===== src/common/a7800_consts.svh =====
/*
 * Atari 7800 host glue constants
 * Cartridge header layout, backup RAM geometry and controller codes
 */
`ifndef A7800_CONSTS_SVH
`define A7800_CONSTS_SVH

// ======================================================================
// 7800 cartridge header
// ======================================================================
`define A78_HDR_BYTES       128
`define A78_OFS_SIG_FIRST   1    // "ATARI" starts here
`define A78_OFS_SIG_LAST    5
`define A78_OFS_FLAGS_HI    53
`define A78_OFS_FLAGS_LO    54
`define A78_OFS_JOY0        55
`define A78_OFS_JOY1        56
`define A78_OFS_REGION      57   // 0 NTSC, 1 PAL
`define A78_OFS_SAVE        58   // 0 none, 1 HSC, 2 SaveKey
`define A78_OFS_XM          63

// Backup RAM as SD sectors
`define BK_SECTORS          64

// Cart address space
`define CART_ADDR_W         25

// Header joystick code without second button sensing
`define JOY_TYPE_2600       5

`endif


===== src/common/cart_pkg.sv =====
/*
 * Cartridge side types
 * Download kinds, captured 7800 header and cart memory writes
 */
`default_nettype none
`include "a7800_consts.svh"

package cart_pkg;

	// Decoded from the low six bits of the download index
	typedef enum logic [1:0] {
		DL_NONE    = 2'd0,
		DL_CART    = 2'd1,
		DL_BIOS    = 2'd2,
		DL_PALETTE = 2'd3
	} dl_kind_e;

	typedef struct packed {
		logic        is_7800;    // Signature matched
		logic [15:0] flags;
		logic [7:0]  joy0_type;
		logic [7:0]  joy1_type;
		logic [7:0]  region;
		logic [7:0]  save;
		logic [7:0]  xm;
	} cart_info_t;

	// One byte into cart memory, header already stripped
	typedef struct packed {
		logic [`CART_ADDR_W-1:0] addr;
		logic [7:0]              data;
	} mem_wr_t;

endpackage

`default_nettype wire


===== src/common/input_pkg.sv =====
/*
 * Input side types
 * Player buttons, controller port types, console options and RIOT/TIA inputs
 */
`default_nettype none

package input_pkg;

	// All buttons active high
	typedef struct packed {
		logic up;
		logic down;
		logic left;
		logic right;
		logic fire_a;
		logic fire_b;
		logic select;
		logic pause;
		logic start;
	} pad_t;

	typedef enum logic [3:0] {
		PT_NONE       = 4'd0,
		PT_JOY7800    = 4'd1,
		PT_LIGHTGUN   = 4'd2,
		PT_TRAKBALL   = 4'd3,
		PT_JOY2600    = 4'd4,
		PT_DRIVING    = 4'd5,
		PT_KEYPAD     = 4'd6,
		PT_STMOUSE    = 4'd7,
		PT_AMIGAMOUSE = 4'd8,
		PT_SAVEKEY    = 4'd9
	} port_type_e;

	// OSD option word
	typedef struct packed {
		logic [1:0] ctrl1;       // 0 auto, 1 joystick, 2 paddle, 3 SaveKey
		logic [1:0] ctrl2;
		logic [1:0] region;      // 0 auto, 1 NTSC, 2 PAL
		logic [1:0] hscart;      // 0 auto, 1 on, 2 off
		logic       diff_right;
		logic       diff_left;
		logic       bw;
		logic       tia_mode;
		logic       bk_save;     // Rising edge writes backup RAM
	} options_t;

	typedef struct packed {
		logic [7:0] pa;          // {R L D U} P1, then P2
		logic [7:0] pb;
		logic [1:0] ilatch;      // Fire latches, P2 then P1
		logic [3:0] idump;
	} riot_in_t;

endpackage

`default_nettype wire


===== src/cart/cart_header_parser.sv =====
/*
 * Cartridge download parser
 * Classifies the download, captures the 7800 header, tracks the cart
 * size and turns each cart byte into a memory write minus the header
 */
`timescale 1ns/1ps
`default_nettype none
`include "a7800_consts.svh"

module cart_header_parser import cart_pkg::*; (
	input  wire                    clk_sys,
	input  wire                    i_arst_n,
	input  wire                    i_ioctl_download,
	input  wire                    i_ioctl_wr,
	input  wire [7:0]              i_ioctl_index,
	input  wire [`CART_ADDR_W-1:0] i_ioctl_addr,
	input  wire [7:0]              i_ioctl_dout,
	output dl_kind_e               o_dl_kind,
	output cart_info_t             o_cart_info,
	output logic [31:0]            o_cart_size,
	output logic                   o_cart_wr,
	output mem_wr_t                o_cart_wdata
);

	localparam logic [39:0]             SIG_ATARI = "ATARI";
	localparam logic [`CART_ADDR_W-1:0] HDR_LEN   = `A78_HDR_BYTES;

	logic [39:0] sig_q;
	logic [15:0] flags_q;
	logic [7:0]  joy0_q, joy1_q, region_q, save_q, xm_q;
	logic        is_7800;
	logic [`CART_ADDR_W-1:0] wr_addr;

	wire tia_mode = |i_ioctl_index[7:6];      // 2600 image
	wire cart_dl  = (o_dl_kind == DL_CART);
	wire cart_byte = cart_dl & i_ioctl_wr;

	always_comb begin
		o_dl_kind = DL_NONE;
		if (i_ioctl_download) begin
			case (i_ioctl_index[5:0])
				6'd1:       o_dl_kind = DL_CART;
				6'd0, 6'd2: o_dl_kind = DL_BIOS;
				6'd3:       o_dl_kind = DL_PALETTE;
				default:    o_dl_kind = DL_NONE;
			endcase
		end
	end

	assign is_7800 = (sig_q == SIG_ATARI);

	// ==================================================================
	// Header capture
	// ==================================================================
	always_ff @(posedge clk_sys or negedge i_arst_n) begin
		if (!i_arst_n) begin
			sig_q    <= '0;
			flags_q  <= '0;
			joy0_q   <= 8'd1;
			joy1_q   <= 8'd1;
			region_q <= '0;
			save_q   <= '0;
			xm_q     <= '0;
		end else if (cart_dl && tia_mode) begin
			sig_q    <= '0;
			flags_q  <= '0;
			joy0_q   <= 8'd1;
			joy1_q   <= 8'd1;
			region_q <= '0;
			save_q   <= '0;
			xm_q     <= '0;
		end else if (cart_byte) begin
			// Signature bytes arrive in order, shift them in
			if (i_ioctl_addr >= `A78_OFS_SIG_FIRST && i_ioctl_addr <= `A78_OFS_SIG_LAST)
				sig_q <= {sig_q[31:0], i_ioctl_dout};
			case (i_ioctl_addr)
				`A78_OFS_FLAGS_HI: flags_q[15:8] <= i_ioctl_dout;
				`A78_OFS_FLAGS_LO: flags_q[7:0]  <= i_ioctl_dout;
				`A78_OFS_JOY0:     joy0_q        <= i_ioctl_dout;
				`A78_OFS_JOY1:     joy1_q        <= i_ioctl_dout;
				`A78_OFS_REGION:   region_q      <= i_ioctl_dout;
				`A78_OFS_SAVE:     save_q        <= i_ioctl_dout;
				`A78_OFS_XM:       xm_q          <= i_ioctl_dout;
				default: ;
			endcase
		end
	end

	always_comb begin
		o_cart_info.is_7800   = is_7800;
		o_cart_info.flags     = is_7800 ? flags_q : 16'd0;
		o_cart_info.joy0_type = is_7800 ? joy0_q : 8'd1;   // Plain joystick otherwise
		o_cart_info.joy1_type = is_7800 ? joy1_q : 8'd1;
		o_cart_info.region    = region_q;
		o_cart_info.save      = save_q;
		o_cart_info.xm        = is_7800 ? xm_q : 8'd0;
	end

	// ==================================================================
	// Size and write path
	// ==================================================================
	assign wr_addr = (is_7800 && i_ioctl_addr >= HDR_LEN) ? i_ioctl_addr - HDR_LEN
		: i_ioctl_addr;

	always_ff @(posedge clk_sys or negedge i_arst_n) begin
		if (!i_arst_n) begin
			o_cart_size <= '0;
			o_cart_wr   <= 1'b0;
		end else begin
			o_cart_wr <= cart_byte;
			if (cart_byte)
				o_cart_size <= 32'(i_ioctl_addr) + 32'd1
					- (is_7800 ? 32'(`A78_HDR_BYTES) : 32'd0);
		end
	end

	always_ff @(posedge clk_sys) begin
		if (cart_byte) begin
			o_cart_wdata.addr <= wr_addr;
			o_cart_wdata.data <= i_ioctl_dout;
		end
	end

endmodule

`default_nettype wire


===== src/ports/console_options.sv =====
/*
 * Console option registers
 * Resolves controller port types, video region and high score cart
 */
`timescale 1ns/1ps
`default_nettype none
`include "a7800_consts.svh"

module console_options import cart_pkg::*, input_pkg::*; (
	input  wire             clk_sys,
	input  wire             i_arst_n,
	input  wire options_t   i_status,
	input  wire cart_info_t i_cart_info,
	input  wire             i_tia_en,
	input  wire             i_tia_pal,
	output port_type_e      o_porta_type,
	output port_type_e      o_portb_type,
	output logic            o_two_btn_a,
	output logic            o_two_btn_b,
	output logic            o_bw,
	output logic [1:0]      o_diff,     // {right, left}
	output logic            o_pal,
	output logic            o_hsc_en
);

	// Header joystick code to port type
	function automatic port_type_e joy_lookup(input logic [7:0] code);
		case (code)
			8'd0:       return PT_NONE;
			8'd1, 8'd5: return PT_JOY7800;
			8'd2:       return PT_LIGHTGUN;
			8'd4:       return PT_TRAKBALL;
			8'd6:       return PT_DRIVING;
			8'd7:       return PT_JOY2600;
			8'd8:       return PT_STMOUSE;
			8'd9:       return PT_AMIGAMOUSE;
			8'd10:      return PT_SAVEKEY;
			default:    return PT_JOY7800;   // Paddles included
		endcase
	endfunction

	function automatic port_type_e resolve(input logic [1:0] ovr, input logic [7:0] code);
		case (ovr)
			2'd0:    return joy_lookup(code);
			2'd3:    return PT_SAVEKEY;
			default: return PT_JOY7800;
		endcase
	endfunction

	port_type_e porta_d, portb_d;

	// Both ports use joy0_type
	assign porta_d = resolve(i_status.ctrl1, i_cart_info.joy0_type);
	assign portb_d = resolve(i_status.ctrl2, i_cart_info.joy0_type);

	wire use_sk = (porta_d == PT_SAVEKEY) || (portb_d == PT_SAVEKEY);
	wire hsc_auto = (|i_cart_info.save) || i_cart_info.xm[0];
	wire hsc_d = ~use_sk && ((i_status.hscart == 2'd0) ? hsc_auto : i_status.hscart[0]);
	wire pal_d = (i_status.region == 2'd0)
		? (i_tia_en ? i_tia_pal : i_cart_info.region[0])
		: i_status.region[1];

	always_ff @(posedge clk_sys or negedge i_arst_n) begin
		if (!i_arst_n) begin
			o_porta_type <= PT_NONE;
			o_portb_type <= PT_NONE;
			o_two_btn_a  <= 1'b0;
			o_two_btn_b  <= 1'b0;
			o_bw         <= 1'b0;
			o_diff       <= 2'b00;
			o_pal        <= 1'b0;
			o_hsc_en     <= 1'b0;
		end else begin
			o_porta_type <= porta_d;
			o_portb_type <= portb_d;
			o_two_btn_a  <= (i_cart_info.joy0_type != 8'(`JOY_TYPE_2600)) && !i_tia_en;
			o_two_btn_b  <= (i_cart_info.joy1_type != 8'(`JOY_TYPE_2600)) && !i_tia_en;
			o_bw         <= i_status.bw;
			o_diff       <= {i_status.diff_right, i_status.diff_left};
			o_pal        <= pal_d;
			o_hsc_en     <= hsc_d;
		end
	end

endmodule

`default_nettype wire


===== src/ports/port_mapper.sv =====
/*
 * RIOT/TIA input mapper
 * Port A directions, port B console switches, fire latches, dump lines
 * and the SaveKey two-wire pins
 */
`timescale 1ns/1ps
`default_nettype none

module port_mapper import input_pkg::*; (
	input  wire port_type_e i_porta_type,
	input  wire port_type_e i_portb_type,
	input  wire             i_two_btn_a,
	input  wire             i_two_btn_b,
	input  wire             i_tia_en,
	input  wire             i_bw,
	input  wire [1:0]       i_diff,
	input  wire pad_t       i_pad1,
	input  wire pad_t       i_pad2,
	input  wire [7:0]       i_pa_out,
	input  wire [7:0]       i_pb_out,
	input  wire             i_sk_sda_in,
	output riot_in_t        o_riot,
	output logic            o_sk_scl,
	output logic            o_sk_sda
);

	wire sk_a = (i_porta_type == PT_SAVEKEY);
	wire sk_b = (i_portb_type == PT_SAVEKEY);

	always_comb begin
		// Port A, P1 high nibble, R L D U active low
		o_riot.pa[7:4] = sk_a ? {1'b1, i_sk_sda_in, 2'b11}
			: ~{i_pad1.right, i_pad1.left, i_pad1.down, i_pad1.up};
		o_riot.pa[3:0] = sk_b ? {1'b1, i_sk_sda_in, 2'b11}
			: ~{i_pad2.right, i_pad2.left, i_pad2.down, i_pad2.up};

		// Port B console switches
		o_riot.pb[7] = i_diff[1];
		o_riot.pb[6] = i_diff[0];
		o_riot.pb[5] = i_pb_out[5];
		o_riot.pb[4] = i_pb_out[4];      // P2 two button sense
		o_riot.pb[3] = i_tia_en ? ~i_bw : ~(i_pad1.pause | i_pad2.pause);
		o_riot.pb[2] = i_pb_out[2];      // P1 two button sense
		o_riot.pb[1] = ~(i_pad1.select | i_pad2.select);
		o_riot.pb[0] = ~i_pad1.start;

		// Fire latches
		if (i_tia_en) begin
			o_riot.ilatch[0] = ~i_pad1.fire_a;
			o_riot.ilatch[1] = ~i_pad2.fire_a;
		end else begin
			o_riot.ilatch[0] = (i_two_btn_a && !i_pb_out[2])
				|| !(i_pad1.fire_a || i_pad1.fire_b);
			o_riot.ilatch[1] = (i_two_btn_b && !i_pb_out[4])
				|| !(i_pad2.fire_a || i_pad2.fire_b);
		end

		// Dump lines carry the 7800 two button state
		if (i_tia_en) begin
			o_riot.idump[1:0] = {~i_pad1.fire_b, 1'b0};
			o_riot.idump[3:2] = {~i_pad2.fire_b, 1'b0};
		end else begin
			o_riot.idump[1:0] = {i_pad1.fire_a, i_pad1.fire_b};
			o_riot.idump[3:2] = {i_pad2.fire_a, i_pad2.fire_b};
		end
	end

	// SaveKey sits on port B pins 3/2 or port A pins 7/6
	assign o_sk_scl = sk_b ? i_pa_out[3] : i_pa_out[7];
	assign o_sk_sda = sk_b ? i_pa_out[2] : i_pa_out[6];

endmodule

`default_nettype wire


===== src/rtl/backup_sequencer.sv =====
/*
 * Backup RAM sequencer
 * Loads on image mount and saves on request, one SD sector at a time
 */
`timescale 1ns/1ps
`default_nettype none
`include "a7800_consts.svh"

module backup_sequencer (
	input  wire        clk_sys,
	input  wire        i_arst_n,
	input  wire        i_img_mounted,
	input  wire        i_img_size_nz,
	input  wire        i_bk_save,
	input  wire        i_sd_ack,
	output logic       o_sd_rd,
	output logic       o_sd_wr,
	output logic [5:0] o_sd_lba,
	output logic       o_bk_busy,
	output logic       o_bk_ena
);

	localparam logic [5:0] LAST_SECTOR = 6'(`BK_SECTORS - 1);

	logic bk_load;
	logic old_mounted, old_load, old_save, old_ack;

	wire load_rise = bk_load & ~old_load;
	wire save_rise = i_bk_save & ~old_save;
	wire ack_rise  = i_sd_ack & ~old_ack;
	wire ack_fall  = ~i_sd_ack & old_ack;

	always_ff @(posedge clk_sys or negedge i_arst_n) begin
		if (!i_arst_n) begin
			old_mounted <= 1'b0;
			old_load    <= 1'b0;
			old_save    <= 1'b0;
			old_ack     <= 1'b0;
			bk_load     <= 1'b0;
			o_bk_ena    <= 1'b0;
			o_bk_busy   <= 1'b0;
			o_sd_rd     <= 1'b0;
			o_sd_wr     <= 1'b0;
			o_sd_lba    <= '0;
		end else begin
			old_mounted <= i_img_mounted;
			old_load    <= bk_load;
			old_save    <= i_bk_save;
			old_ack     <= i_sd_ack;

			// New image, load it back if it has content
			if (i_img_mounted && !old_mounted) begin
				o_bk_ena <= i_img_size_nz;
				bk_load  <= i_img_size_nz;
			end

			if (ack_rise) begin
				o_sd_rd <= 1'b0;
				o_sd_wr <= 1'b0;
			end

			if (!o_bk_busy) begin
				if (o_bk_ena && (load_rise || save_rise)) begin
					o_bk_busy <= 1'b1;
					o_sd_lba  <= '0;
					o_sd_rd   <= bk_load;
					o_sd_wr   <= ~bk_load;
				end
			end else if (ack_fall) begin
				if (o_sd_lba == LAST_SECTOR) begin
					bk_load   <= 1'b0;          // Done
					o_bk_busy <= 1'b0;
				end else begin
					o_sd_lba <= o_sd_lba + 6'd1;
					o_sd_rd  <= bk_load;
					o_sd_wr  <= ~bk_load;
				end
			end
		end
	end

endmodule

`default_nettype wire


===== src/rtl/a7800_io_top.sv =====
/*
 * Atari 7800 host glue
 * Download decode, console options, RIOT/TIA input mapping and
 * backup RAM sector sequencing
 */
`timescale 1ns/1ps
`default_nettype none
`include "a7800_consts.svh"

module a7800_io_top import cart_pkg::*, input_pkg::*; (
	input  wire                    clk_sys,
	input  wire                    i_arst_n,
	// Host download
	input  wire                    i_ioctl_download,
	input  wire                    i_ioctl_wr,
	input  wire [7:0]              i_ioctl_index,
	input  wire [`CART_ADDR_W-1:0] i_ioctl_addr,
	input  wire [7:0]              i_ioctl_dout,
	// Options and players
	input  wire options_t          i_status,
	input  wire pad_t              i_pad1,
	input  wire pad_t              i_pad2,
	input  wire                    i_tia_en,
	input  wire [7:0]              i_pa_out,
	input  wire [7:0]              i_pb_out,
	input  wire                    i_sk_sda_in,
	// SD image
	input  wire                    i_img_mounted,
	input  wire                    i_img_size_nz,
	input  wire                    i_sd_ack,

	output wire dl_kind_e          o_dl_kind,
	output wire cart_info_t        o_cart_info,
	output wire [31:0]             o_cart_size,
	output wire                    o_cart_wr,
	output wire mem_wr_t           o_cart_wdata,
	output wire riot_in_t          o_riot,
	output wire                    o_sk_scl,
	output wire                    o_sk_sda,
	output wire                    o_pal,
	output wire                    o_hsc_en,
	output wire                    o_sd_rd,
	output wire                    o_sd_wr,
	output wire [5:0]              o_sd_lba,
	output wire                    o_bk_busy,
	output wire                    o_bk_ena
);

	port_type_e porta_type;
	port_type_e portb_type;
	wire        two_btn_a;
	wire        two_btn_b;
	wire        bw;
	wire [1:0]  diff;

	cart_header_parser cart_header_parser_i (
		.clk_sys          (clk_sys),
		.i_arst_n         (i_arst_n),
		.i_ioctl_download (i_ioctl_download),
		.i_ioctl_wr       (i_ioctl_wr),
		.i_ioctl_index    (i_ioctl_index),
		.i_ioctl_addr     (i_ioctl_addr),
		.i_ioctl_dout     (i_ioctl_dout),
		.o_dl_kind        (o_dl_kind),
		.o_cart_info      (o_cart_info),
		.o_cart_size      (o_cart_size),
		.o_cart_wr        (o_cart_wr),
		.o_cart_wdata     (o_cart_wdata)
	);

	// TIA PAL detect belongs to the chipset, so auto region in TIA mode is NTSC
	console_options console_options_i (
		.clk_sys      (clk_sys),
		.i_arst_n     (i_arst_n),
		.i_status     (i_status),
		.i_cart_info  (o_cart_info),
		.i_tia_en     (i_tia_en),
		.i_tia_pal    (1'b0),
		.o_porta_type (porta_type),
		.o_portb_type (portb_type),
		.o_two_btn_a  (two_btn_a),
		.o_two_btn_b  (two_btn_b),
		.o_bw         (bw),
		.o_diff       (diff),
		.o_pal        (o_pal),
		.o_hsc_en     (o_hsc_en)
	);

	port_mapper port_mapper_i (
		.i_porta_type (porta_type),
		.i_portb_type (portb_type),
		.i_two_btn_a  (two_btn_a),
		.i_two_btn_b  (two_btn_b),
		.i_tia_en     (i_tia_en),
		.i_bw         (bw),
		.i_diff       (diff),
		.i_pad1       (i_pad1),
		.i_pad2       (i_pad2),
		.i_pa_out     (i_pa_out),
		.i_pb_out     (i_pb_out),
		.i_sk_sda_in  (i_sk_sda_in),
		.o_riot       (o_riot),
		.o_sk_scl     (o_sk_scl),
		.o_sk_sda     (o_sk_sda)
	);

	backup_sequencer backup_sequencer_i (
		.clk_sys       (clk_sys),
		.i_arst_n      (i_arst_n),
		.i_img_mounted (i_img_mounted),
		.i_img_size_nz (i_img_size_nz),
		.i_bk_save     (i_status.bk_save),
		.i_sd_ack      (i_sd_ack),
		.o_sd_rd       (o_sd_rd),
		.o_sd_wr       (o_sd_wr),
		.o_sd_lba      (o_sd_lba),
		.o_bk_busy     (o_bk_busy),
		.o_bk_ena      (o_bk_ena)
	);

endmodule

`default_nettype wire


===== config.mk =====
export PLATFORM = sky130hd
export DESIGN_NAME = a7800_io_top
export DESIGN_NICKNAME = d
export VERILOG_FILES = /design/src/common/cart_pkg.sv /design/src/common/input_pkg.sv /design/src/cart/cart_header_parser.sv /design/src/ports/console_options.sv /design/src/ports/port_mapper.sv /design/src/rtl/backup_sequencer.sv /design/src/rtl/a7800_io_top.sv
export VERILOG_INCLUDE_DIRS = /design/src /design/src/common
export SDC_FILE = /design/constraint.sdc
export NUM_CORES = 1
export LEC_CHECK = 0
export BUFFER_PORTS_ARGS = -buffer_cell sky130_fd_sc_hd__buf_2
export CAP_MARGIN = 25
export CORE_MARGIN = 10
export CORE_UTILIZATION = 53
export DETAILED_ROUTE_END_ITERATION = 7
export PLACE_DENSITY = 0.78
export SETUP_SLACK_MARGIN = 0.5
export SYNTH_ARGS = -nofsm -noshare
export SYNTH_HDL_FRONTEND = slang
export SYNTH_SLANG_ARGS = --single-unit

===== constraint.sdc =====
create_clock -name clk_sys -period 4.9 [get_ports clk_sys]
set_clock_uncertainty 0.1 [all_clocks]
set_input_delay 0.245 -clock clk_sys [delete_from_list [all_inputs] [get_ports clk_sys]]
set_output_delay 0.245 -clock clk_sys [all_outputs]
set_load 0.01 [all_outputs]

==> impl_metrics.json, run 1 <==
{
  "status": "complete, no violations",
  "synthSimpleGateAreaFrac_pct": 25.6,
  "antenna_found_initial": 2,
  "hold_class": "in -> reg",
  "cts.repair.resized": 0,
  "dieHeight_microns": 155,
  "grt.overflow.total": 0,
  "max-slew-margin-rel_pct": 34.4,
  "vias": 8504,
  "synthArstFlopShare_pct": 82.8,
  "initial_core_util_pct": 53.9,
  "fillers": 1475,
  "ys_top_cells_by_area": "dfrtp_1 (41%), edfxtp_1 (10%), nand2_1 (6.7%), nand3_1 (3.9%), a21oi_1 (3.4%)",
  "synth_ff_type": "dfrtp_1",
  "fin_nets": 1364,
  "required_ns": 5.12,
  "fmax_mhz": 273,
  "ant_nets": 0,
  "chipWidth_microns": 155,
  "syn_avg_cell_area_sq_um": 9.43,
  "io_pins": 258,
  "synth-edff-count": 33,
  "port_buffers": 244,
  "final_util_pct": 65.7,
  "post_cts.repair.setup_buffers": 0,
  "place.gp.congestion": 0.898,
  "tritoncts": "yes",
  "synth-compound-area-share_pct": 11.1,
  "finalSetupViolCount": 0,
  "path_clk_slew_ns": 0.08,
  "power_density_mw_per_mm2": 297,
  "syn_nets": 1139,
  "rrSetupSlack_ns": 1.23,
  "cts_sinks": 192,
  "cts-root-buf": "clkbuf_16",
  "dpl.hpwl_microns": 20400,
  "critPathCaptureType": "register",
  "rsz0062_at_grt": "no",
  "cp_max_fo": 9,
  "first_pass_iters": 5,
  "ctsLongestPathBuffers": 2,
  "seq_area_frac_synth_pct": 51.3,
  "yosysWarnings": 0,
  "holdPathStages": 1,
  "tns_ns": 0,
  "cp_data_arrival_time_ns": 3.88,
  "most-common-layout-cells": "buf_2 (243), nand2_1 (172), dfrtp_1 (157)",
  "r2r_cells": 9,
  "yosys.area_share.adder_pct": 1.94,
  "grt_max_degree": 79,
  "synth_top_cell_area_share_pct": 40.6,
  "syn_area_sq_mm": 0.00969,
  "dieArea_sq_mm": 0.0241,
  "maxCapViolCount": 0,
  "wirelength_microns": 28000,
  "synth_top_area_cell": "dfrtp_1",
  "core_area_sq_mm": 0.0180,
  "regArea_sq_mm": 0.00497,
  "cts_buffers": 17,
  "grt_pass1_wl_microns": 44900,
  "ys_types": 64,
  "critPathLaunchType": "register",
  "multi_input_area_sq_mm": 0.00433,
  "hold_violations": 0,
  "slew_violations": 0,
  "rows": 49,
  "grt_usage_pct": 23.0,
  "drt-initial-drc-count": 663,
  "synth_top_family_by_area": "simple AND/OR/NAND/NOR gates",
  "tightest_slew_ns": 0.974,
  "wire_per_inst_microns": 18.7,
  "fin_crit_ns": 3.67,
  "drive_gt1_share_pct": 24.5,
  "cts-htree-levels": 4,
  "mostFrequentLayoutCell": "buf_2",
  "leakagePower_uw": 0.00557,
  "viasPerCell": 5.68,
  "drc_errors": 0,
  "holdWs_ns": 0.0147,
  "synth-xor-area-share_pct": 4.25,
  "clock_latency_ns": 0.44,
  "critical_path_class": "reg -> reg",
  "syn_to_final_growth_pct": 21.7,
  "synthCells": 1027,
  "synth.area.mux_share_pct": 1.49,
  "finalCritPeriodShare_pct": 74.8,
  "synth-seq-cells": 192,
  "grt_pass1_vias": 8457,
  "ir_drop_mv": 0.257
}
## area by class of cell
cell class                      count  area share, %
Timing Repair Buffer              274           12.7
Multi-Input combinational cell    741           36.7
Sequential cell                   192           42.2
Clock buffer                       19           4.03
Inverter                           26          0.827
Tap cell                          229           2.43
Antenna cell                        2         0.0424
Clock inverter                     13           1.10
## report_power, final
group          internal, uW  switching [uW]  total [uW]
clock network           742             675        1420
registers              1680            42.5        1720
logic                   142             220         362
## flip-flops by register name, indices dropped and copies added, names as in the netlist, 2 cells and up
| register | flops |
|---|---|
| cart_header_parser_i.joy0_q | 8 |
| cart_header_parser_i.flags_q | 16 |
| console_options_i.o_diff | 2 |
| cart_header_parser_i.sig_q | 40 |
| cart_header_parser_i.o_cart_wdata | 33 |
| console_options_i.o_portb_type | 4 |
| cart_header_parser_i.joy1_q | 8 |
| backup_sequencer_i.o_sd_lba | 6 |
| cart_header_parser_i.region_q | 8 |
| cart_header_parser_i.xm_q | 8 |
| cart_header_parser_i.o_cart_size | 32 |
| console_options_i.o_porta_type | 4 |
| cart_header_parser_i.save_q | 8 |
## path summary, 6_finish.rpt
kind,startpoint,end
worst max-delay path,cart_header_parser_i.sig_q[5],cart_header_parser_i.o_cart_size[23]
worst min-delay path,i_ioctl_addr[1],cart_header_parser_i.o_cart_wdata[9]
worst max register to register,cart_header_parser_i.sig_q[5],cart_header_parser_i.o_cart_size[23]
worst min register to register,backup_sequencer_i.bk_load,backup_sequencer_i.old_load
max in group asynchronous,i_arst_n,console_options_i.o_portb_type[0]
min in group asynchronous,i_arst_n,cart_header_parser_i.o_cart_size[19]
## critical path, cell delays in order (launching register included)
cell and delay [ns]:
dfrtp_1 0.40, nor4b_1 0.41, nand4_1 0.25, nor3_2 0.63
ha_1 0.30, ha_1 0.25, o211ai_1 0.28, nor3_1 0.41
a211oi_1 0.13, or3_1 0.38
## cell usage after synthesis (3+ instances only)
cell type	count
buf_1	5
nor2b_1	5
a21oi_1	65
xor2_1	10
buf_2	19
or3_1	8
and3_1	9
inv_1	26
nor4bb_1	4
buf_4	6
nor3_1	22
clkbuf_1	36
a21o_1	5
xnor2_1	37
nand2_1	173
nor4_4	3
edfxtp_1	33
and2_1	41
nor4b_1	7
a31oi_1	5
or4_1	4
and4_1	5
nand3b_1	3
o21ai_1	22
mux2i_1	11
a211o_1	4
nand2b_1	11
dfrtp_1	157
o211ai_1	4
ha_1	15
o21ai_0	54
o31ai_1	6
nand4_1	18
nand3_1	76
o22ai_1	5
nor4_1	21
mux2_2	3
nor2_1	52
## stage by stage
stage               setup WS [ns]  power (uW)  std cells  area (sq um)
finish                       1.23        3500       1496         11800
detailed placement           1.31        2100       1442         11000
CTS                          1.27        3520       1494         11800
global placement             1.37        2090       1442         11000
floorplan                    1.51        1920       1027          9690
global route                 1.02        3630       1496         11800
## routing by layer
layer / part of all wire (%) / track usage, % / up-vias
li1: - / - / 4039
met1: 42 / 29.1 / 4090
met5: 0 / 0 / -
met4: 1.9 / 7.44 / 0
met2: 47 / 36.9 / 335
met3: 9.2 / 6.92 / 40
## logic make-up after synthesis
logic type / Yosys count
buffers and inverters: 94
multiplexers: 14
XOR/XNOR: 47
AND/OR/NAND/NOR: 478
flip-flops: 192
adder cells (fa/ha/maj): 15
AO/OA/AOI/OAI: 187
## timing repair
item	in CTS	in global routing
hold endpoints to repair	102	0
endpoints found under the setup margin	0	0
hold buffers	20	0
Note: power is estimated with default switching activity, not from simulation.
==> inputs of run 2 (changes only) <==
--- a/config.mk
+++ b/config.mk
@@ -6,6 +6,7 @@
 export SDC_FILE = /design/constraint.sdc
 export NUM_CORES = 1
 export LEC_CHECK = 0
+export ABC_AREA = 1
 export BUFFER_PORTS_ARGS = -buffer_cell sky130_fd_sc_hd__buf_2
 export CAP_MARGIN = 25
 export CORE_MARGIN = 10
==> constraint.sdc (replaced) <==
create_clock -name clk_sys -period 3.5 [get_ports clk_sys]
set_clock_uncertainty 0.1 [all_clocks]
set_input_delay 0.175 -clock clk_sys [delete_from_list [all_inputs] [get_ports clk_sys]]
set_output_delay 0.175 -clock clk_sys [all_outputs]
set_load 0.01 [all_outputs]
==> run 2 against run 1 <==
  * First-iteration DRC count down 6.5%
  * Register-to-register slack got worse by 0.50 ns
  * Synthesized cell count rose by 17%
  * Power rose by 48%
  * Final cell count up 14%
  * Sequential share of layout area decreased by 1.2 points
  * Clock power rose by 33%
  * Routed wire length is 2.0% lower
  * Critical path type unchanged
==> impl_metrics.json, run 2 <==
{
  "synth_ff_type": "dfrtp_1",
  "largest_register_ffs": 40,
  "hold_class": "in -> reg",
  "io_pins": 258,
  "ys_types": 47,
  "most-common-layout-cells": "nand2_1 (314), buf_2 (243), dfrtp_1 (157)",
  "dieArea_sq_mm": 0.0243,
  "tns_ns": 0,
  "seq_area_frac_synth_pct": 50.9,
  "mostFrequentLayoutCell": "nand2_1",
  "slew_violations": 0,
  "final_area_sq_mm": 0.0121,
  "wire_per_inst_microns": 16.1,
  "syn_to_final_growth_pct": 24.1,
  "first_pass_iters": 5,
  "maxCapViolCount": 0,
  "path_clk_slew_ns": 0.07,
  "antenna_found_initial": 0,
  "core_area_sq_mm": 0.0181,
  "hold_violations": 0,
  "required_ns": 3.73,
  "ir_drop_mv": 0.340,
  "cts_buffers": 17,
  "critical_path_class": "reg -> reg",
  "max-slew-margin-rel_pct": 37.2,
  "synthArstFlopShare_pct": 82.8,
  "fin_nets": 1581,
  "tightest_slew_ns": 0.938,
  "fmax_mhz": 362,
  "top_register": "cart_header_parser_i.sig_q",
  "initial_core_util_pct": 54.1,
  "power_density_mw_per_mm2": 426,
  "drt-initial-drc-count": 620,
  "p_sw_uw": 1480,
  "critPathLaunchType": "register",
  "place_inst": 1649,
  "synth-edff-count": 33,
  "fin_crit_ns": 2.76,
  "dpl_cell_area_sq_mm": 0.0112,
  "syn_area_sq_mm": 0.00978,
  "cp_data_arrival_time_ns": 2.99,
  "p_sw_share_pct": 28.6,
  "cts-root-buf": "clkbuf_16",
  "cts-htree-levels": 4,
  "ys_top_cells_by_area": "dfrtp_1 (40%), nand2_1 (12%), edfxtp_1 (10%), o21ai_0 (5.3%), nor2_1 (5.2%)",
  "chipWidth_microns": 156,
  "syn_nets": 1309,
  "pwr-share-seq_pct": 49.5,
  "vias": 8881,
  "power.total_uw": 5170,
  "dieHeight_microns": 156,
  "pwr-share-comb_pct": 14.0,
  "diodes": 0,
  "yosysWarnings": 0,
  "place.gp.congestion": 0.904,
  "cp_max_fo": 4,
  "port_buffers": 244,
  "largestRegisters": "cart_header_parser_i.sig_q x40, cart_header_parser_i.o_cart_wdata x33, cart_header_parser_i.o_cart_size x32",
  "clock_latency_ns": 0.43,
  "fin_cells": 1711,
  "syn_avg_cell_area_sq_um": 8.17,
  "critPathCaptureType": "register",
  "clkPwrFrac_pct": 36.5,
  "grt_max_degree": 95,
  "cts_sinks": 192,
  "synthCells": 1197,
  "drc_errors": 0,
  "finalSetupViolCount": 0,
  "ctsLongestPathBuffers": 2,
  "grt_pass1_vias": 8747,
  "rsz0062_at_grt": "no",
  "synth_top_area_cell": "dfrtp_1",
  "synth-seq-cells": 192,
  "grt.overflow.total": 0,
  "drive_gt1_share_pct": 24.6,
  "dpl.hpwl_microns": 20600,
  "holdWs_ns": 0.0241,
  "grt_pass1_wl_microns": 43800,
  "status": "complete, no violations",
  "finalCritPeriodShare_pct": 78.9,
  "rows": 49,
  "wirelength_microns": 27500,
  "yosysMostFrequentCell": "nand2_1",
  "tritoncts": "yes",
  "synth_top_cell_area_share_pct": 40.2,
  "internal_power_uw": 3690,
  "synthTopCellsByCount": "nand2_1 (315), dfrtp_1 (157), nor2_1 (135)",
  "viasPerCell": 5.19,
  "ant_nets": 0,
  "leakagePower_uw": 0.00621,
  "grt_usage_pct": 22.2
}
==> run 2: cell count changes after synthesis, moves of 18 or more <==
cell	previous run	this run
xnor2_1	37	3
xor2_1	10	31
o21ai_0	54	104
nand2_1	173	315
o21ai_1	22	4
nor2_1	52	135
a21oi_1	65	19
and2_1	41	0
inv_1	26	129
==> run 2: metal layers <==
metal	vias to the layer above	track usage [%]	wire length, microns
li1	4410	-	-
met1	4119	27.6	11600
met2	308	37.3	13300
met3	44	6.01	2040
met4	0	6.34	585
met5	-	0	0
==> run 2: layout make-up <==
| type | instances | area (sq um) |
|---|---|---|
| fill | 1521 | 5950 |
| multi-input combinational | 828 | 4140 |
| timing repair buffer | 288 | 1640 |
| clock inverter | 14 | 121 |
| sequential | 192 | 4970 |
| clock buffer | 18 | 450 |
| tap | 229 | 287 |
| inverter | 142 | 533 |
==> run 2: power groups by stage <==
stage	combinational [uW]	clock (uW)	sequential, uW
floorplan	339	0	2620
detailed placement	699	0	2600
global placement	679	0	2600
finish	724	1890	2560
CTS	726	1910	2560
global route	826	2000	2590
==> run 2: path summary, 6_finish.rpt <==
path	depth (start not counted)	start	endpoint	slack [ns]
setup / recovery	16	cart_header_parser_i.sig_q[21]	console_options_i.o_hsc_en	0.74
hold / removal	4	i_status[5]	console_options_i.o_hsc_en	0.02
setup reg to reg	16	cart_header_parser_i.sig_q[21]	console_options_i.o_hsc_en	0.74
hold reg to reg	0	backup_sequencer_i.bk_load	backup_sequencer_i.old_load	0.35
max in group asynchronous	3	i_arst_n	cart_header_parser_i.xm_q[5]	2.14
min in group asynchronous	2	i_arst_n	cart_header_parser_i.o_cart_size[22]	0.28
==> run 2: worst max-delay path, stage by stage, from the launching register on <==
cell and delay, ns:
dfrtp_1 0.40, nor2_1 0.12, nand2_1 0.09, nor2_2 0.15
nand3_2 0.11, nor2_4 0.16, inv_2 0.08, nor2_2 0.12
inv_1 0.07, ha_1 0.28, or2_2 0.28, nor2_2 0.13
nand3_1 0.10, a21oi_2 0.20, o21ai_0 0.10, nor2_1 0.11
nor2_1 0.06
==> run 2: kinds of logic after synthesis <==
| logic type | count (synthesis) | share of synthesized area (%) |
|---|---|---|
| fa+ha+maj | 15 | 1.92 |
| mux | 3 | 0.345 |
| xor+xnor | 35 | 3.21 |
| compound gates | 145 | 8.01 |
| buf+inv | 177 | 7.34 |
| flops | 192 | 50.9 |
| simple gates | 630 | 28.3 |
==> run 2: what timing repair did <==
action | in CTS | in global routing
setup endpoints to repair | 0 | 8
endpoints found under the hold margin | 124 | 0
gates resized for setup | 0 | 16
buffers inserted | 0 | 1
hold buffers | 27 | 0
==> run 2: per-stage QoR <==
step           utilization (%)  worst slack (ns)
2_1_floorplan                -             0.806
3_3_place_gp              62.0             0.585
3_5_place_dp              62.1             0.537
4_1_cts                   66.7             0.501
5_1_grt                   67.1             0.508
6_report                  67.1             0.739
==> inputs of run 3 (changes only) <==
--- a/config.mk
+++ b/config.mk
@@ -10,9 +10,9 @@
 export BUFFER_PORTS_ARGS = -buffer_cell sky130_fd_sc_hd__buf_2
 export CAP_MARGIN = 25
 export CORE_MARGIN = 10
-export CORE_UTILIZATION = 53
+export CORE_UTILIZATION = 48
 export DETAILED_ROUTE_END_ITERATION = 7
-export PLACE_DENSITY = 0.78
+export PLACE_DENSITY = 0.75
 export SETUP_SLACK_MARGIN = 0.5
 export SYNTH_ARGS = -nofsm -noshare
 export SYNTH_HDL_FRONTEND = slang
==> constraint.sdc (replaced) <==
create_clock -name clk_sys -period 2.4 [get_ports clk_sys]
set_clock_uncertainty 0.1 [all_clocks]
set_input_delay 0.12 -clock clk_sys [delete_from_list [all_inputs] [get_ports clk_sys]]
set_output_delay 0.12 -clock clk_sys [all_outputs]
set_load 0.01 [all_outputs]
==> run 3 against run 2 <==
  * The flow now finishes with violations (DRC, setup timing)
  * Worst hold slack got worse by 0.019 ns
  * Final cell count rose by 12%
  * Clock power rose by 57%
  * First-iteration DRC count rose by 18%
  * Core utilization rose by 7.5 points
  * Via count rose by 16%
  * Worst setup slack got worse by 1.1 ns
  * Clock-buffer cell count fell by 1
  * Critical endpoint unchanged
==> impl_metrics.json, run 3 (same netlist as run 2, synthesis figures left out) <==
{
  "grt_max_degree": 69,
  "hold_end": "cart_header_parser_i.o_cart_wdata[29]",
  "fin_nets": 1741,
  "port_buffers": 244,
  "required_ns": 2.63,
  "slew_violations": 0,
  "power.total_uw": 8170,
  "chipWidth_microns": 163,
  "tightest_slew_ns": 0.680,
  "max-slew-margin-rel_pct": 54.7,
  "drc_errors": 1,
  "ant_nets": 0,
  "path_clk_slew_ns": 0.08,
  "initial_core_util_pct": 48.5,
  "place.gp.congestion": 0.967,
  "rsz0062_at_grt": "yes",
  "most-common-layout-cells": "nand2_1 (296), buf_2 (205), dfrtp_1 (157)",
  "dpl.hpwl_microns": 22200,
  "crit_cells": 19,
  "failed_checks": "DRC, setup timing",
  "drt-initial-drc-count": 730,
  "cts_sinks": 192,
  "mostFrequentLayoutCell": "nand2_1",
  "fmax_mhz": 360,
  "ir_drop_mv": 0.529,
  "grt_pass1_vias": 9945,
  "power_density_mw_per_mm2": 543,
  "maxCapViolCount": 0,
  "critPathCaptureType": "register",
  "holdPathStages": 4,
  "clock_latency_ns": 0.45,
  "tns_ns": -14.20,
  "leakagePower_uw": 0.00736,
  "critPathLaunchType": "register",
  "status": "complete, but fails checks",
  "final_util_pct": 74.6,
  "rrSetupSlack_ns": -0.37,
  "r2r-start": "cart_header_parser_i.sig_q[0]",
  "grt.overflow.total": 0,
  "critPathTopFamily": "simple AND/OR/NAND/NOR gates",
  "first_pass_iters": 8,
  "cp_data_arrival_time_ns": 3.01,
  "drive_gt1_share_pct": 40.6,
  "critical_path_class": "reg -> reg",
  "hold_class": "in -> reg",
  "slowest_delay_ns": 0.39,
  "finalSetupViolCount": 76,
  "cts-htree-levels": 4,
  "slowest_stage": "dfrtp_1",
  "cp_max_fo": 4,
  "io_pins": 258,
  "dieArea_sq_mm": 0.0265,
  "timing.final.ws_setup_ns": -0.375,
  "fin_crit_ns": 2.77,
  "core_area_sq_mm": 0.0202,
  "largest_register_ffs": 40,
  "hold_start": "i_ioctl_addr[21]",
  "ctsLongestPathBuffers": 2,
  "finalCritPeriodShare_pct": 116,
  "wire_per_inst_microns": 18.6,
  "grt_usage_pct": 23.4,
  "pre_cts_ws_ns": -0.295,
  "viasPerCell": 5.37,
  "antenna_found_initial": 1,
  "vias": 10271,
  "largestRegisters": "cart_header_parser_i.sig_q x40, cart_header_parser_i.o_cart_wdata x33, cart_header_parser_i.o_cart_size x32",
  "dieHeight_microns": 163,
  "cts_buffers": 17,
  "top_register": "cart_header_parser_i.sig_q",
  "rows": 52,
  "syn_to_final_growth_pct": 53.9,
  "r2r_cells": 19,
  "crit_path_cell_trace": "inv_1 > nor2_1 > nand2_1 > nor2_2 > nand3_2 > nor2_4 > inv_4 > nor2_4 > inv_2 > ha_4 > or2_4 > nor2_4 > nand3_2 > nand2_2 > nand2_2 > nor2_2 > nand3_1 > nand2_1 > nor2_1",
  "hold_violations": 0,
  "cp_num_buf_inv": 3,
  "wirelength_microns": 35500,
  "tritoncts": "yes",
  "r2r_end": "console_options_i.o_hsc_en",
  "cts-root-buf": "clkbuf_16",
  "cp_common_cell": "nor2_4",
  "grt_pass1_wl_microns": 50400
}
run 3: worst reg2reg max path: cells and delay by family, from the launching register on:
kind | cells | cell delay (ns)
AND/OR/NAND/NOR | 15 | 1.72
flip-flops | 1 | 0.39
buffers and inverters | 3 | 0.23
adder cells (fa/ha/maj) | 1 | 0.21
run 3: area by class of cell:
type                    count  area, sq um
diodes                      1         2.50
clock buffers              17          425
clock inverters            15          185
fillers                  1315         5120
inverters                 142          553
multi-input cells         828         5060
flip-flops and latches    192         4970
well taps                 270          338
repair buffers            448         3500
run 3: worst max-delay path by stage:
stage	slack, ns	end	startpoint
after global placement	-0.20	console_options_i.o_hsc_en	cart_header_parser_i.sig_q[4]
final	-0.37	console_options_i.o_hsc_en	cart_header_parser_i.sig_q[0]
after CTS	-0.13	console_options_i.o_hsc_en	cart_header_parser_i.sig_q[22]
after floorplan	-0.11	console_options_i.o_hsc_en	cart_header_parser_i.sig_q[4]
after detailed placement	-0.30	console_options_i.o_hsc_en	cart_header_parser_i.sig_q[4]
after global routing	-0.47	console_options_i.o_hsc_en	cart_header_parser_i.sig_q[0]
run 3: stage by stage:
step	cell area [sq um]	std cells	hold slack, ns
floorplan	10100	1197	-0.276
global placement	12100	1765	0.0685
detailed placement	12100	1765	0.0726
CTS	14000	1872	0.0000587
global route	15000	1913	0.00807
finish	15000	1913	0.00478
run 3: where the power goes:
group,internal (uW),switching [uW],total [uW]
clock,1510,1460,2970
combinational,595,854,1450
sequential,3560,196,3750
total,5660,2510,8170
run 3: repair_timing:
| action | in CTS | in global routing |
|---|---|---|
| hold buffers | 35 | 1 |
| endpoints found under the hold margin | 106 | 1 |
| gates resized for setup | 167 | 151 |
| setup buffers | 38 | 32 |
| endpoints found under the setup margin | 93 | 147 |
| gates cloned | 2 | 7 |
| pin swaps | 57 | 52 |
run 3: layer usage:
| layer | routed length [microns] | share of wire [%] | up-vias | GRT usage (%) |
|---|---|---|---|---|
| li1 | - | - | 4742 | - |
| met1 | 13600 | 38 | 4982 | 29.0 |
| met2 | 17900 | 50 | 466 | 39.0 |
| met3 | 3100 | 8.7 | 81 | 6.04 |
| met4 | 877 | 2.5 | 0 | 7.87 |
| met5 | 0 | 0 | - | 0 |
